File: config.mk
export PLATFORM = sky130hd
export DESIGN_NAME = cpu_core
export DESIGN_NICKNAME = d
export VERILOG_FILES = /design/src/cpu_pkg.sv /design/src/cpu_core.sv /design/src/cpu_sequencer.sv /design/src/cpu_regs.sv /design/src/cpu_alu.sv /design/src/cpu_decode.sv
export SDC_FILE = /design/constraint.sdc
export NUM_CORES = 1
export LEC_CHECK = 0
export CAP_MARGIN = 10
export CORE_MARGIN = 3
export CORE_UTILIZATION = 53
export DETAILED_ROUTE_END_ITERATION = 12
export DONT_BUFFER_PORTS = 1
export PLACE_DENSITY_LB_ADDON = 0.25
export SYNTH_ARGS = -nofsm -noshare
export SYNTH_HDL_FRONTEND = slang
export SYNTH_SLANG_ARGS = --single-unit
File: constraint.sdc
create_clock -name i_clk -period 6 [get_ports i_clk]
set_input_delay 0.9 -clock i_clk [delete_from_list [all_inputs] [get_ports i_clk]]
set_output_delay 0.9 -clock i_clk [all_outputs]
set_load 0.02 [all_outputs]
File: src/cpu_pkg.sv
package cpu_pkg;

    typedef logic [7:0]  byte_t;
    typedef logic [15:0] addr_t;

    localparam addr_t RESET_VECTOR = 16'hfffc;  // low byte of start address, high byte follows

    // bit positions in p
    localparam int FLAG_C = 0;
    localparam int FLAG_Z = 1;
    localparam int FLAG_V = 6;
    localparam int FLAG_N = 7;

    localparam byte_t P_RESET = 8'h04;  // interrupt disable set

    typedef enum logic [2:0] {
        IMPLIED,
        IMMEDIATE,
        ZERO_PAGE,
        ABSOLUTE,
        JUMP
    } addr_mode_e;

    typedef enum logic [2:0] {
        ALU_PASS,   // result = b
        ALU_ADD,
        ALU_SUB,
        ALU_AND,
        ALU_OR,
        ALU_EOR
    } alu_op_e;

    typedef enum logic [1:0] {REG_NONE, REG_A, REG_X, REG_Y} reg_sel_e;

    typedef enum logic [2:0] {
        S_BOOT_LO,
        S_BOOT_HI,
        S_FETCH,
        S_DECODE,
        S_ADDR_HI,
        S_EXEC,
        S_JAM
    } seq_state_e;

    typedef struct packed {
        logic n;
        logic v;
        logic z;
        logic c;
    } alu_flags_t;

    // flag update masks, n v z c
    localparam alu_flags_t MASK_NZ   = 4'b1010;
    localparam alu_flags_t MASK_NVZC = 4'b1111;

    typedef struct packed {
        addr_mode_e mode;
        alu_op_e    alu_op;
        reg_sel_e   src_reg;
        reg_sel_e   dst_reg;
        logic       is_store;
        alu_flags_t flag_mask;  // flags taken from the alu
        logic       set_c;
        logic       clr_c;
        logic       illegal;
    } ctrl_t;

endpackage
File: src/cpu_core.sv
`timescale 1ns/1ps

module cpu_core import cpu_pkg::*; (
    input  logic  i_clk,
    input  logic  i_rst,
    input  byte_t i_data,
    output addr_t o_addr,
    output byte_t o_data,
    output logic  o_rw,
    output logic  o_sync,
    output logic  o_jam
);

    byte_t      opcode;
    ctrl_t      ctrl;
    byte_t      src_val;
    byte_t      alu_result;
    alu_flags_t alu_flags;
    logic       carry;
    logic       exec_we;

    cpu_decode decode0 (
        .i_opcode (opcode),
        .o_ctrl   (ctrl)
    );

    // operand b always comes straight off the data bus
    cpu_alu alu0 (
        .i_op     (ctrl.alu_op),
        .i_a      (src_val),
        .i_b      (i_data),
        .i_carry  (carry),
        .o_result (alu_result),
        .o_flags  (alu_flags)
    );

    cpu_regs regs0 (
        .i_clk     (i_clk),
        .i_rst     (i_rst),
        .i_ctrl    (ctrl),
        .i_we      (exec_we),
        .i_result  (alu_result),
        .i_flags   (alu_flags),
        .o_src_val (src_val),
        .o_carry   (carry)
    );

    cpu_sequencer seq0 (
        .i_clk     (i_clk),
        .i_rst     (i_rst),
        .i_data    (i_data),
        .i_ctrl    (ctrl),
        .i_src_val (src_val),
        .o_opcode  (opcode),
        .o_exec_we (exec_we),
        .o_addr    (o_addr),
        .o_data    (o_data),
        .o_rw      (o_rw),
        .o_sync    (o_sync),
        .o_jam     (o_jam)
    );

endmodule

File: src/cpu_sequencer.sv
`timescale 1ns/1ps

module cpu_sequencer import cpu_pkg::*; (
    input  logic  i_clk,
    input  logic  i_rst,
    input  byte_t i_data,
    input  ctrl_t i_ctrl,
    input  byte_t i_src_val,
    output byte_t o_opcode,
    output logic  o_exec_we,
    output addr_t o_addr,
    output byte_t o_data,
    output logic  o_rw,
    output logic  o_sync,
    output logic  o_jam
);

    seq_state_e state;
    seq_state_e state_nxt;
    addr_t      pc;
    addr_t      ea;         // operand address with the low byte latched first
    byte_t      opcode;

    always_comb begin
        state_nxt = state;
        o_addr    = pc;
        o_exec_we = 1'b0;

        case (state)
            S_BOOT_LO: begin
                o_addr    = RESET_VECTOR;
                state_nxt = S_BOOT_HI;
            end
            S_BOOT_HI: begin
                o_addr    = RESET_VECTOR + 16'd1;
                state_nxt = S_FETCH;
            end
            S_FETCH: state_nxt = S_DECODE;
            S_DECODE: begin
                if (i_ctrl.illegal) begin
                    state_nxt = S_JAM;
                end else begin
                    case (i_ctrl.mode)
                        ZERO_PAGE:      state_nxt = S_EXEC;
                        ABSOLUTE, JUMP: state_nxt = S_ADDR_HI;
                        default: begin
                            // implied and immediate finish here
                            o_exec_we = 1'b1;
                            state_nxt = S_FETCH;
                        end
                    endcase
                end
            end
            S_ADDR_HI: begin
                o_exec_we = (i_ctrl.mode == JUMP);
                state_nxt = (i_ctrl.mode == JUMP) ? S_FETCH : S_EXEC;
            end
            S_EXEC: begin
                o_addr    = ea;
                o_exec_we = 1'b1;
                state_nxt = S_FETCH;
            end
            S_JAM:   ;          // stopped until reset
            default: state_nxt = S_JAM;
        endcase
    end

    always_ff @(posedge i_clk) begin
        if (i_rst) begin
            state  <= S_BOOT_LO;
            opcode <= 8'hea;    // nop
        end else begin
            state <= state_nxt;
            if (state == S_FETCH) opcode <= i_data;
        end
    end

    always_ff @(posedge i_clk) begin
        case (state)
            S_BOOT_LO: ea[7:0] <= i_data;
            S_BOOT_HI: pc <= {i_data, ea[7:0]};
            S_FETCH:   pc <= pc + 16'd1;
            S_DECODE: begin
                ea <= {8'h00, i_data};  // zero page by default
                if (i_ctrl.mode != IMPLIED) pc <= pc + 16'd1;
            end
            S_ADDR_HI: begin
                if (i_ctrl.mode == JUMP) begin
                    pc <= {i_data, ea[7:0]};
                end else begin
                    ea[15:8] <= i_data;
                    pc       <= pc + 16'd1;
                end
            end
            default: ;
        endcase
    end

    assign o_opcode = opcode;
    assign o_data   = i_src_val;
    assign o_rw     = !((state == S_EXEC) && i_ctrl.is_store);
    assign o_sync   = (state == S_FETCH);
    assign o_jam    = (state == S_JAM);

    // a write goes to the operand address in the last cycle of a store
    a_store_last: assert property (@(posedge i_clk) disable iff (i_rst)
        !o_rw |-> (o_exec_we && (o_addr == ea)) ##1 (o_rw && o_sync));

    // opcode fetch is a single read cycle that ends no instruction
    a_sync_fetch: assert property (@(posedge i_clk) disable iff (i_rst)
        o_sync |-> (o_rw && !o_exec_we) ##1 !o_sync);

    a_jam_sticky: assert property (@(posedge i_clk) disable iff (i_rst)
        o_jam |=> o_jam);

endmodule

File: src/cpu_regs.sv
`timescale 1ns/1ps

module cpu_regs import cpu_pkg::*; (
    input  logic       i_clk,
    input  logic       i_rst,
    input  ctrl_t      i_ctrl,
    input  logic       i_we,
    input  byte_t      i_result,
    input  alu_flags_t i_flags,
    output byte_t      o_src_val,
    output logic       o_carry
);

    byte_t a;
    byte_t x;
    byte_t y;
    byte_t p;
    byte_t p_nxt;

    always_comb begin
        case (i_ctrl.src_reg)
            REG_A:   o_src_val = a;
            REG_X:   o_src_val = x;
            REG_Y:   o_src_val = y;
            default: o_src_val = 8'h00;    // loads pass memory through
        endcase
    end

    always_comb begin
        p_nxt = p;
        if (i_ctrl.flag_mask.n) p_nxt[FLAG_N] = i_flags.n;
        if (i_ctrl.flag_mask.v) p_nxt[FLAG_V] = i_flags.v;
        if (i_ctrl.flag_mask.z) p_nxt[FLAG_Z] = i_flags.z;
        if (i_ctrl.flag_mask.c) p_nxt[FLAG_C] = i_flags.c;

        // explicit carry control wins
        if (i_ctrl.set_c) begin
            p_nxt[FLAG_C] = 1'b1;
        end else if (i_ctrl.clr_c) begin
            p_nxt[FLAG_C] = 1'b0;
        end
    end

    always_ff @(posedge i_clk) begin
        if (i_rst) begin
            a <= 8'h00;
            x <= 8'h00;
            y <= 8'h00;
            p <= P_RESET;
        end else if (i_we) begin
            case (i_ctrl.dst_reg)
                REG_A:   a <= i_result;
                REG_X:   x <= i_result;
                REG_Y:   y <= i_result;
                default: ;
            endcase
            p <= p_nxt;
        end
    end

    assign o_carry = p[FLAG_C];

    // decoder never requests both carry controls for an executing instruction
    a_carry_ctl: assert property (@(posedge i_clk) disable iff (i_rst)
        i_we |-> !(i_ctrl.set_c && i_ctrl.clr_c));

endmodule

File: src/cpu_alu.sv
`timescale 1ns/1ps

module cpu_alu import cpu_pkg::*; (
    input  alu_op_e    i_op,
    input  byte_t      i_a,
    input  byte_t      i_b,
    input  logic       i_carry,
    output byte_t      o_result,
    output alu_flags_t o_flags
);

    byte_t      b_in;
    logic [8:0] sum;

    always_comb begin
        b_in = (i_op == ALU_SUB) ? ~i_b : i_b;  // sbc adds the complement, carry = not borrow
        sum  = {1'b0, i_a} + {1'b0, b_in} + {8'd0, i_carry};

        o_flags.c = i_carry;    // unchanged unless add or subtract
        o_flags.v = 1'b0;       // masked off outside add and subtract

        case (i_op)
            ALU_ADD, ALU_SUB: begin
                o_result  = sum[7:0];
                o_flags.c = sum[8];
                // same operand signs, different result sign
                o_flags.v = (i_a[7] == b_in[7]) && (sum[7] != i_a[7]);
            end
            ALU_AND: o_result = i_a & i_b;
            ALU_OR:  o_result = i_a | i_b;
            ALU_EOR: o_result = i_a ^ i_b;
            default: o_result = i_b;
        endcase

        o_flags.n = o_result[7];
        o_flags.z = (o_result == 8'h00);
    end

endmodule

File: src/cpu_decode.sv
`timescale 1ns/1ps

module cpu_decode import cpu_pkg::*; (
    input  byte_t i_opcode,
    output ctrl_t o_ctrl
);

    logic mem_op;   // opcode takes an operand byte from memory

    always_comb begin
        o_ctrl = '0;    // implied, pass, no registers, flags untouched
        mem_op = 1'b1;

        case (i_opcode)
            // loads
            8'ha9, 8'ha5, 8'had: begin
                o_ctrl.dst_reg   = REG_A;
                o_ctrl.flag_mask = MASK_NZ;
            end
            8'ha2, 8'ha6, 8'hae: begin
                o_ctrl.dst_reg   = REG_X;
                o_ctrl.flag_mask = MASK_NZ;
            end
            8'ha0, 8'ha4, 8'hac: begin
                o_ctrl.dst_reg   = REG_Y;
                o_ctrl.flag_mask = MASK_NZ;
            end

            // stores put the source register on the write bus
            8'h85, 8'h8d: begin
                o_ctrl.src_reg  = REG_A;
                o_ctrl.is_store = 1'b1;
            end
            8'h86, 8'h8e: begin
                o_ctrl.src_reg  = REG_X;
                o_ctrl.is_store = 1'b1;
            end
            8'h84, 8'h8c: begin
                o_ctrl.src_reg  = REG_Y;
                o_ctrl.is_store = 1'b1;
            end

            // accumulator ops
            8'h69, 8'h65, 8'h6d: begin
                o_ctrl.alu_op    = ALU_ADD;
                o_ctrl.flag_mask = MASK_NVZC;
            end
            8'he9, 8'he5, 8'hed: begin
                o_ctrl.alu_op    = ALU_SUB;
                o_ctrl.flag_mask = MASK_NVZC;
            end
            8'h29, 8'h25, 8'h2d: begin
                o_ctrl.alu_op    = ALU_AND;
                o_ctrl.flag_mask = MASK_NZ;
            end
            8'h09, 8'h05, 8'h0d: begin
                o_ctrl.alu_op    = ALU_OR;
                o_ctrl.flag_mask = MASK_NZ;
            end
            8'h49, 8'h45, 8'h4d: begin
                o_ctrl.alu_op    = ALU_EOR;
                o_ctrl.flag_mask = MASK_NZ;
            end

            8'h18: begin
                o_ctrl.clr_c = 1'b1;    // clc
                mem_op       = 1'b0;
            end
            8'h38: begin
                o_ctrl.set_c = 1'b1;    // sec
                mem_op       = 1'b0;
            end
            8'hea: mem_op = 1'b0;       // nop
            8'h4c: begin
                o_ctrl.mode = JUMP;
                mem_op      = 1'b0;
            end
            default: begin
                o_ctrl.illegal = 1'b1;
                mem_op         = 1'b0;
            end
        endcase

        if (o_ctrl.alu_op != ALU_PASS) begin
            o_ctrl.src_reg = REG_A;
            o_ctrl.dst_reg = REG_A;
        end

        // addressing mode sits in opcode bits 3:2 for the memory ops
        if (mem_op) begin
            case (i_opcode[3:2])
                2'b01:   o_ctrl.mode = ZERO_PAGE;
                2'b11:   o_ctrl.mode = ABSOLUTE;
                default: o_ctrl.mode = IMMEDIATE;
            endcase
        end
    end

endmodule

==> flow_summary_export.csv, run 1 <==
group,metric,value,unit
yosys,yosysMostFrequentCell,"nand2_1",
sta,finalHoldViolCount,0,
place,placed_area,4460,sq um
setup_path,reg2reg_slack,1.61,ns
route,ant_nets,0,
hold_path,holdPathStages,2,
power_and_ir_drop,max-vdd-ir-drop,0.000113,V
yosys,synthAdderAreaFrac,7.66,%
route,drtIter0Drc,269,
floorplan,ios,37,
floorplan,core,7930,sq um
route,met3_length,825,um
route,top_layer,"met4",
yosys,synth_top_area_share,21.6,%
floorplan,die_area,9520,sq um
route,route.detailed.drc,0,
yosys,syn-num-nets,523,
yosys,yosysSeqAreaShare,37.8,%
yosys,synth_common_cells,"nand2_1 (51), dfxtp_1 (36), nor2_1 (34), o21ai_0 (34), edfxtp_1 (32)",
final_layout,num-fill-cells,729,
yosys,avgSynthCellArea,9.13,sq um
yosys,ys_ff_latch,68,
global_route,grt_max_degree,41,
setup_path,r2r_start,"seq0.o_opcode[1]",
floorplan,rows,32,
yosys,synthMuxAreaShare,2.96,%
place,dp_hpwl,8010,um
clock_network,clkTransAtPathRegs,0.07,ns
sta,fin_crit_sh,73.1,%
hold_path,worst_hold_path_type,"reg -> reg",
sta,max_freq,228,MHz
clock_network,cts_resized,0,
setup_path,reg2reg_depth,14,
sta,final.setup.worst_slack,1.61,ns
floorplan,die_h,97.6,um
yosys,synth_edf_count,32,
yosys,async_flop_share,0,%
route,post_drt_wl_per_cell,19.9,um
floorplan,start_util,56.1,%
setup_path,worstPathMaxFanout,11,
final_layout,layout-area-overhead-vs-synth,4.50,%
floorplan,die_w,97.6,um
sta,fin_hold_ws,0.468,ns
final_layout,regArea,1680,sq um
setup_path,reg2reg_to,"regs0.p[0]",
clock_network,post_cts_buffers,0,
route,wl_met1,4880,um
yosys,yosys.area_share.simple,17.8,%
place,place_ws,1.70,ns
hold_path,hold_path.startpoint,"regs0.x[5]",
clock_network,insertion_delay,0.34,ns
yosys,netlist_instances,487,
route,vias,3706,
hold_path,hold_end,"regs0.x[5]",
clock_network,clkSinkCount,68,
run_status,status,"finished clean",
power_and_ir_drop,p_per_area,363,nW/um^2
final_layout,antenna_cells,0,
flow_run,maxCapViolations,0,
sta,slew_violations,0,
yosys,synthXorXnorAreaFrac,5.12,%
final_layout,stdcell_area,4650,sq um
sta,skew,0.00531,ns
place,place.gp.congestion,0.910,
clock_network,cts_buffer_depth,2,
sta,tightest_slew,1.06,ns
yosys,synth_area_leaders,"edfxtp_1 (22%), dfxtp_1 (16%), ha_1 (6.8%), nand2_1 (4.3%), o21ai_0 (3.8%)",
setup_path,required,6.21,ns
yosys,yosys.area.top_type,"edfxtp_1",
sta,rsz0062_at_grt,"false",
global_route,grt_pass1_vias,3667,
place,placement.io_buffers,0,
yosys,synth-compound-area-share,22.9,%
route,wl,11500,um
power_and_ir_drop,leakage,0.00184,uW
global_route,grt_use_total,24.4,%
clock_network,hold_buffers,0,
route,vias_per_cell,6.42,
route,first_pass_iters,5,
final_layout,multi_input_area,2520,sq um
sta,relSlewSlack,28.7,%
yosys,yosys_warnings,0,
yosys,synth_top_family_by_area,"compound AO/OA/AOI/OAI gates",
setup_path,critPathKind,"reg -> reg",
yosys,synth_cell_types,61,
yosys,synth_ff_type,"dfxtp_1",
clock_network,cts_buffers,9,
sta,final.setup.tns,0,ns
setup_path,worstPathArrival,4.60,ns
global_route,grt_pass1_wl,18700,um
route,dr_wl_met2,5370,um
final_layout,final_layout_size_suffix_gt1_share,7.37,%
sta,period_needed,4.39,ns
clock_network,clock-root-buffer,"clkbuf_8",
setup_path,end_kind,"flip-flop",
global_route,antenna_found_initial,0,
yosys,netlist_area,4450,sq um
clock_network,cts_tree,"built",
final_layout,num-nets-final,506,
sta,finalSetupViolCount,0,
clock_network,htree_levels,3,
setup_path,start_kind,"flip-flop",
global_route,grt_overflow,0,
-- per-stage QoR --
step / utilization [%] / power, uW / std cells
after floorplan: - / 1210 / 487
after global placement: 56.3 / 1300 / 561
after detailed placement: 56.3 / 1320 / 561
after CTS: 58.6 / 1690 / 577
after global routing: 58.6 / 1790 / 577
final: 58.6 / 1680 / 577
-- cells by family after synthesis --
| group | count (synthesis) |
|---|---|
| compound gates | 142 |
| xor+xnor | 26 |
| fa+ha+maj | 26 |
| buf+inv | 60 |
| flops | 68 |
| mux | 13 |
| simple gates | 152 |
-- cell usage in the layout, fill, tap and decap left out, types with 4 or more instances in the layout --
master	netlist	final
dfxtp_1	36	36
and3_1	12	12
nor3_1	9	8
xnor2_1	17	17
a2bb2oi_1	15	15
o21ai_0	34	34
a211oi_1	7	7
nand2_1	51	51
o2bb2ai_1	4	4
a222oi_1	8	8
nor4_1	4	4
o22ai_1	16	16
nor2_1	34	34
edfxtp_1	32	32
nand3_1	13	13
xor2_1	9	9
clkbuf_8	0	9
ha_1	24	24
nor3b_1	9	9
inv_1	29	29
mux2i_1	12	12
a21oi_1	15	15
a21o_1	4	4
a22oi_1	6	6
-- final cells by class --
class                           count  share of cell area (%)
Timing Repair Buffer                3                   0.485
Clock buffer                       11                    2.83
Multi-Input combinational cell    359                    54.3
Tap cell                          102                    2.75
Inverter                           29                    2.34
Sequential cell                    68                    36.2
Clock inverter                      5                    1.13
-- registers in the layout, indices dropped and copies added, names as in the netlist --
name,cells
seq0.o_opcode,8
regs0.a,8
regs0.p,1
seq0.pc,16
regs0.x,8
seq0.ea,16
regs0.y,8
seq0.state,3
-- worst max-delay path, cell delays in order, from the launching register on --
cell and delay [ns]:
dfxtp_1 0.55, nand2b_1 0.19, nor2_1 0.10, nand2_1 0.31
o21ai_1 0.34, a222oi_1 0.76, fa_1 0.34, inv_1 0.06
fa_1 0.42, a211oi_1 0.34, o21bai_1 0.13, a21oi_1 0.22
nor2b_1 0.07, o21ai_0 0.28, a31oi_1 0.13
-- worst max-delay path by stage --
stage | start | end | slack [ns] | depth (start not counted)
after floorplan | seq0.o_opcode[1] | regs0.a[6] | 2.52 | 15
after global placement | seq0.o_opcode[1] | regs0.p[0] | 1.85 | 14
after detailed placement | seq0.o_opcode[1] | regs0.p[0] | 1.70 | 14
after CTS | seq0.o_opcode[1] | regs0.p[0] | 1.69 | 14
after global routing | seq0.o_opcode[1] | regs0.p[0] | 1.18 | 14
final | seq0.o_opcode[1] | regs0.p[0] | 1.61 | 14
-- power breakdown --
group          switching [uW]  internal, uW  total (uW)
clock network             175           190         366
registers                 132           628         761
logic                     343           215         558
-- per-layer routing --
layer | global-route usage (%) | up-vias
met5 | 0 | -
met4 | 12.4 | 0
met3 | 5.46 | 30
met2 | 38.9 | 128
met1 | 31.1 | 1781
li1 | - | 1767
Note: power is estimated with default switching activity, not from simulation.
==> run 2, diff against run 1 <==
==> constraint.sdc (replaced) <==
create_clock -name i_clk -period 4 [get_ports i_clk]
set_input_delay 0.6 -clock i_clk [delete_from_list [all_inputs] [get_ports i_clk]]
set_output_delay 0.6 -clock i_clk [all_outputs]
set_load 0.02 [all_outputs]
==> flow_summary_export.csv, run 2 (synthesis gave the netlist of run 1 again) <==
group,metric,value,unit
sta,relSlewSlack,35.9,%
final_layout,reg.largest.list,"seq0.ea (16), seq0.pc (16)",
global_route,grt_use_total,25.3,%
clock_network,hold_buffers,0,
place,dp.cells,580,
final_layout,fin_cells,596,
final_layout,final_layout_size_suffix_gt1_share,11.3,%
clock_network,clkSinkCount,68,
sta,skew,0.00829,ns
floorplan,rows,32,
power_and_ir_drop,power.share.clock,20.8,%
setup_path,r2r_start,"seq0.o_opcode[0]",
sta,final.setup.tns,0,ns
route,wl,11900,um
clock_network,clkTransAtPathRegs,0.07,ns
setup_path,worstPathArrival,3.95,ns
final_layout,layout_commonest_cell,"nand2_1",
setup_path,end_kind,"flip-flop",
setup_path,required,4.24,ns
power_and_ir_drop,leakage,0.00193,uW
power_and_ir_drop,power.internal,1540,uW
final_layout,antenna_cells,0,
sta,slew_violations,0,
route,vias,3759,
power_and_ir_drop,power_frac_seq,44.7,%
route,vias_per_cell,6.31,
setup_path,worstPathMaxFanout,7,
route,route.detailed.drc,0,
place,dp_hpwl,8570,um
sta,finalSetupViolCount,0,
global_route,grt_pass1_wl,19200,um
clock_network,cts_tree,"built",
route,ant_nets,0,
clock_network,insertion_delay,0.35,ns
power_and_ir_drop,switching_share,39.0,%
route,post_drt_wl_per_cell,19.9,um
power_and_ir_drop,p_per_area,528,nW/um^2
run_status,status,"finished clean",
clock_network,cts_resized,0,
route,drtIter0Drc,244,
hold_path,hold_path.startpoint,"i_rst",
setup_path,critPathKind,"reg -> reg",
power_and_ir_drop,power_frac_comb,34.5,%
setup_path,crit_path_start,"seq0.o_opcode[0]",
power_and_ir_drop,p_sw,987,uW
place,place.gp.congestion,0.913,
route,first_pass_iters,6,
place,placed_area,4600,sq um
sta,final.setup.worst_slack,0.289,ns
sta,max_freq,269,MHz
power_and_ir_drop,power.total,2530,uW
global_route,grt_pass1_vias,3660,
floorplan,die_w,97.6,um
floorplan,start_util,56.1,%
power_and_ir_drop,max-vdd-ir-drop,0.000195,V
setup_path,start_kind,"flip-flop",
floorplan,die_h,97.6,um
sta,tightest_slew,0.954,ns
clock_network,post_cts_buffers,0,
place,place_ws,0.314,ns
sta,rsz0062_at_grt,"false",
final_layout,num-nets-final,525,
flow_run,maxCapViolations,0,
floorplan,core,7930,sq um
floorplan,ios,37,
sta,fin_crit_sh,92.8,%
clock_network,cts_buffers,9,
final_layout,stdcell_area,4790,sq um
floorplan,die_area,9520,sq um
global_route,grt_max_degree,30,
final_layout,layout-area-overhead-vs-synth,7.66,%
clock_network,cts_buffer_depth,2,
sta,period_needed,3.71,ns
clock_network,htree_levels,3,
hold_path,worst_hold_path_type,"in -> reg",
global_route,antenna_found_initial,0,
sta,finalHoldViolCount,0,
clock_network,clock-root-buffer,"clkbuf_8",
global_route,grt_overflow,0,
place,placement.io_buffers,0,
final_layout,final_cell_mix,"nand2_1 (51), dfxtp_1 (35), nor2_1 (34), o21ai_0 (34), edfxtp_1 (32)",
run 2: worst max-delay path: stages, from the launching register on:
cell and delay, ns:
dfxtp_1 0.48, nand2b_1 0.15, or2_2 0.36, nor2_1 0.31, nand2_1 0.19, xnor2_1 0.20
fa_1 0.23, inv_1 0.06, fa_1 0.42, a211oi_1 0.32, o21bai_1 0.14, a21oi_1 0.22
xor2_1 0.18, o21ai_0 0.12, a32o_1 0.23
run 2: final timing paths:
kind                end  slack, ns  cells after the start
max          regs0.a[6]       0.29                     14
min          regs0.y[6]       0.31                      1
max reg2reg  regs0.a[6]       0.29                     14
min reg2reg  regs0.x[5]       0.47                      2
run 2: power groups by stage:
stage | registers [uW] | logic [uW] | clock network (uW)
3_5_place_dp | 1140 | 871 | 0
5_1_grt | 1160 | 960 | 568
4_1_cts | 1130 | 875 | 533
2_1_floorplan | 1060 | 749 | 0
6_report | 1130 | 872 | 526
3_3_place_gp | 1130 | 848 | 0
run 2: cell type report:
class | count | area [sq um]
Sequential cell | 68 | 1680
Clock inverter | 4 | 23.8
Fill cell | 705 | 3140
Timing Repair Buffer | 22 | 165
Multi-Input combinational cell | 359 | 2520
Clock buffer | 12 | 156
Tap cell | 102 | 128
Inverter | 29 | 109
run 2: routing by layer:
metal	up-vias	global-route usage, %	routed length (um)
li1	1803	-	-
met1	1781	31.9	4890
met2	141	41.3	5640
met3	34	6.17	863
met4	0	10.9	462
met5	-	0	0
run 2: stage by stage:
stage | util, % | hold slack [ns]
4_1_cts | 60.4 | 0.305
6_report | 60.4 | 0.313
3_3_place_gp | 58.1 | 0.449
5_1_grt | 60.4 | 0.294
2_1_floorplan | - | 0.434
3_5_place_dp | 58.1 | 0.458
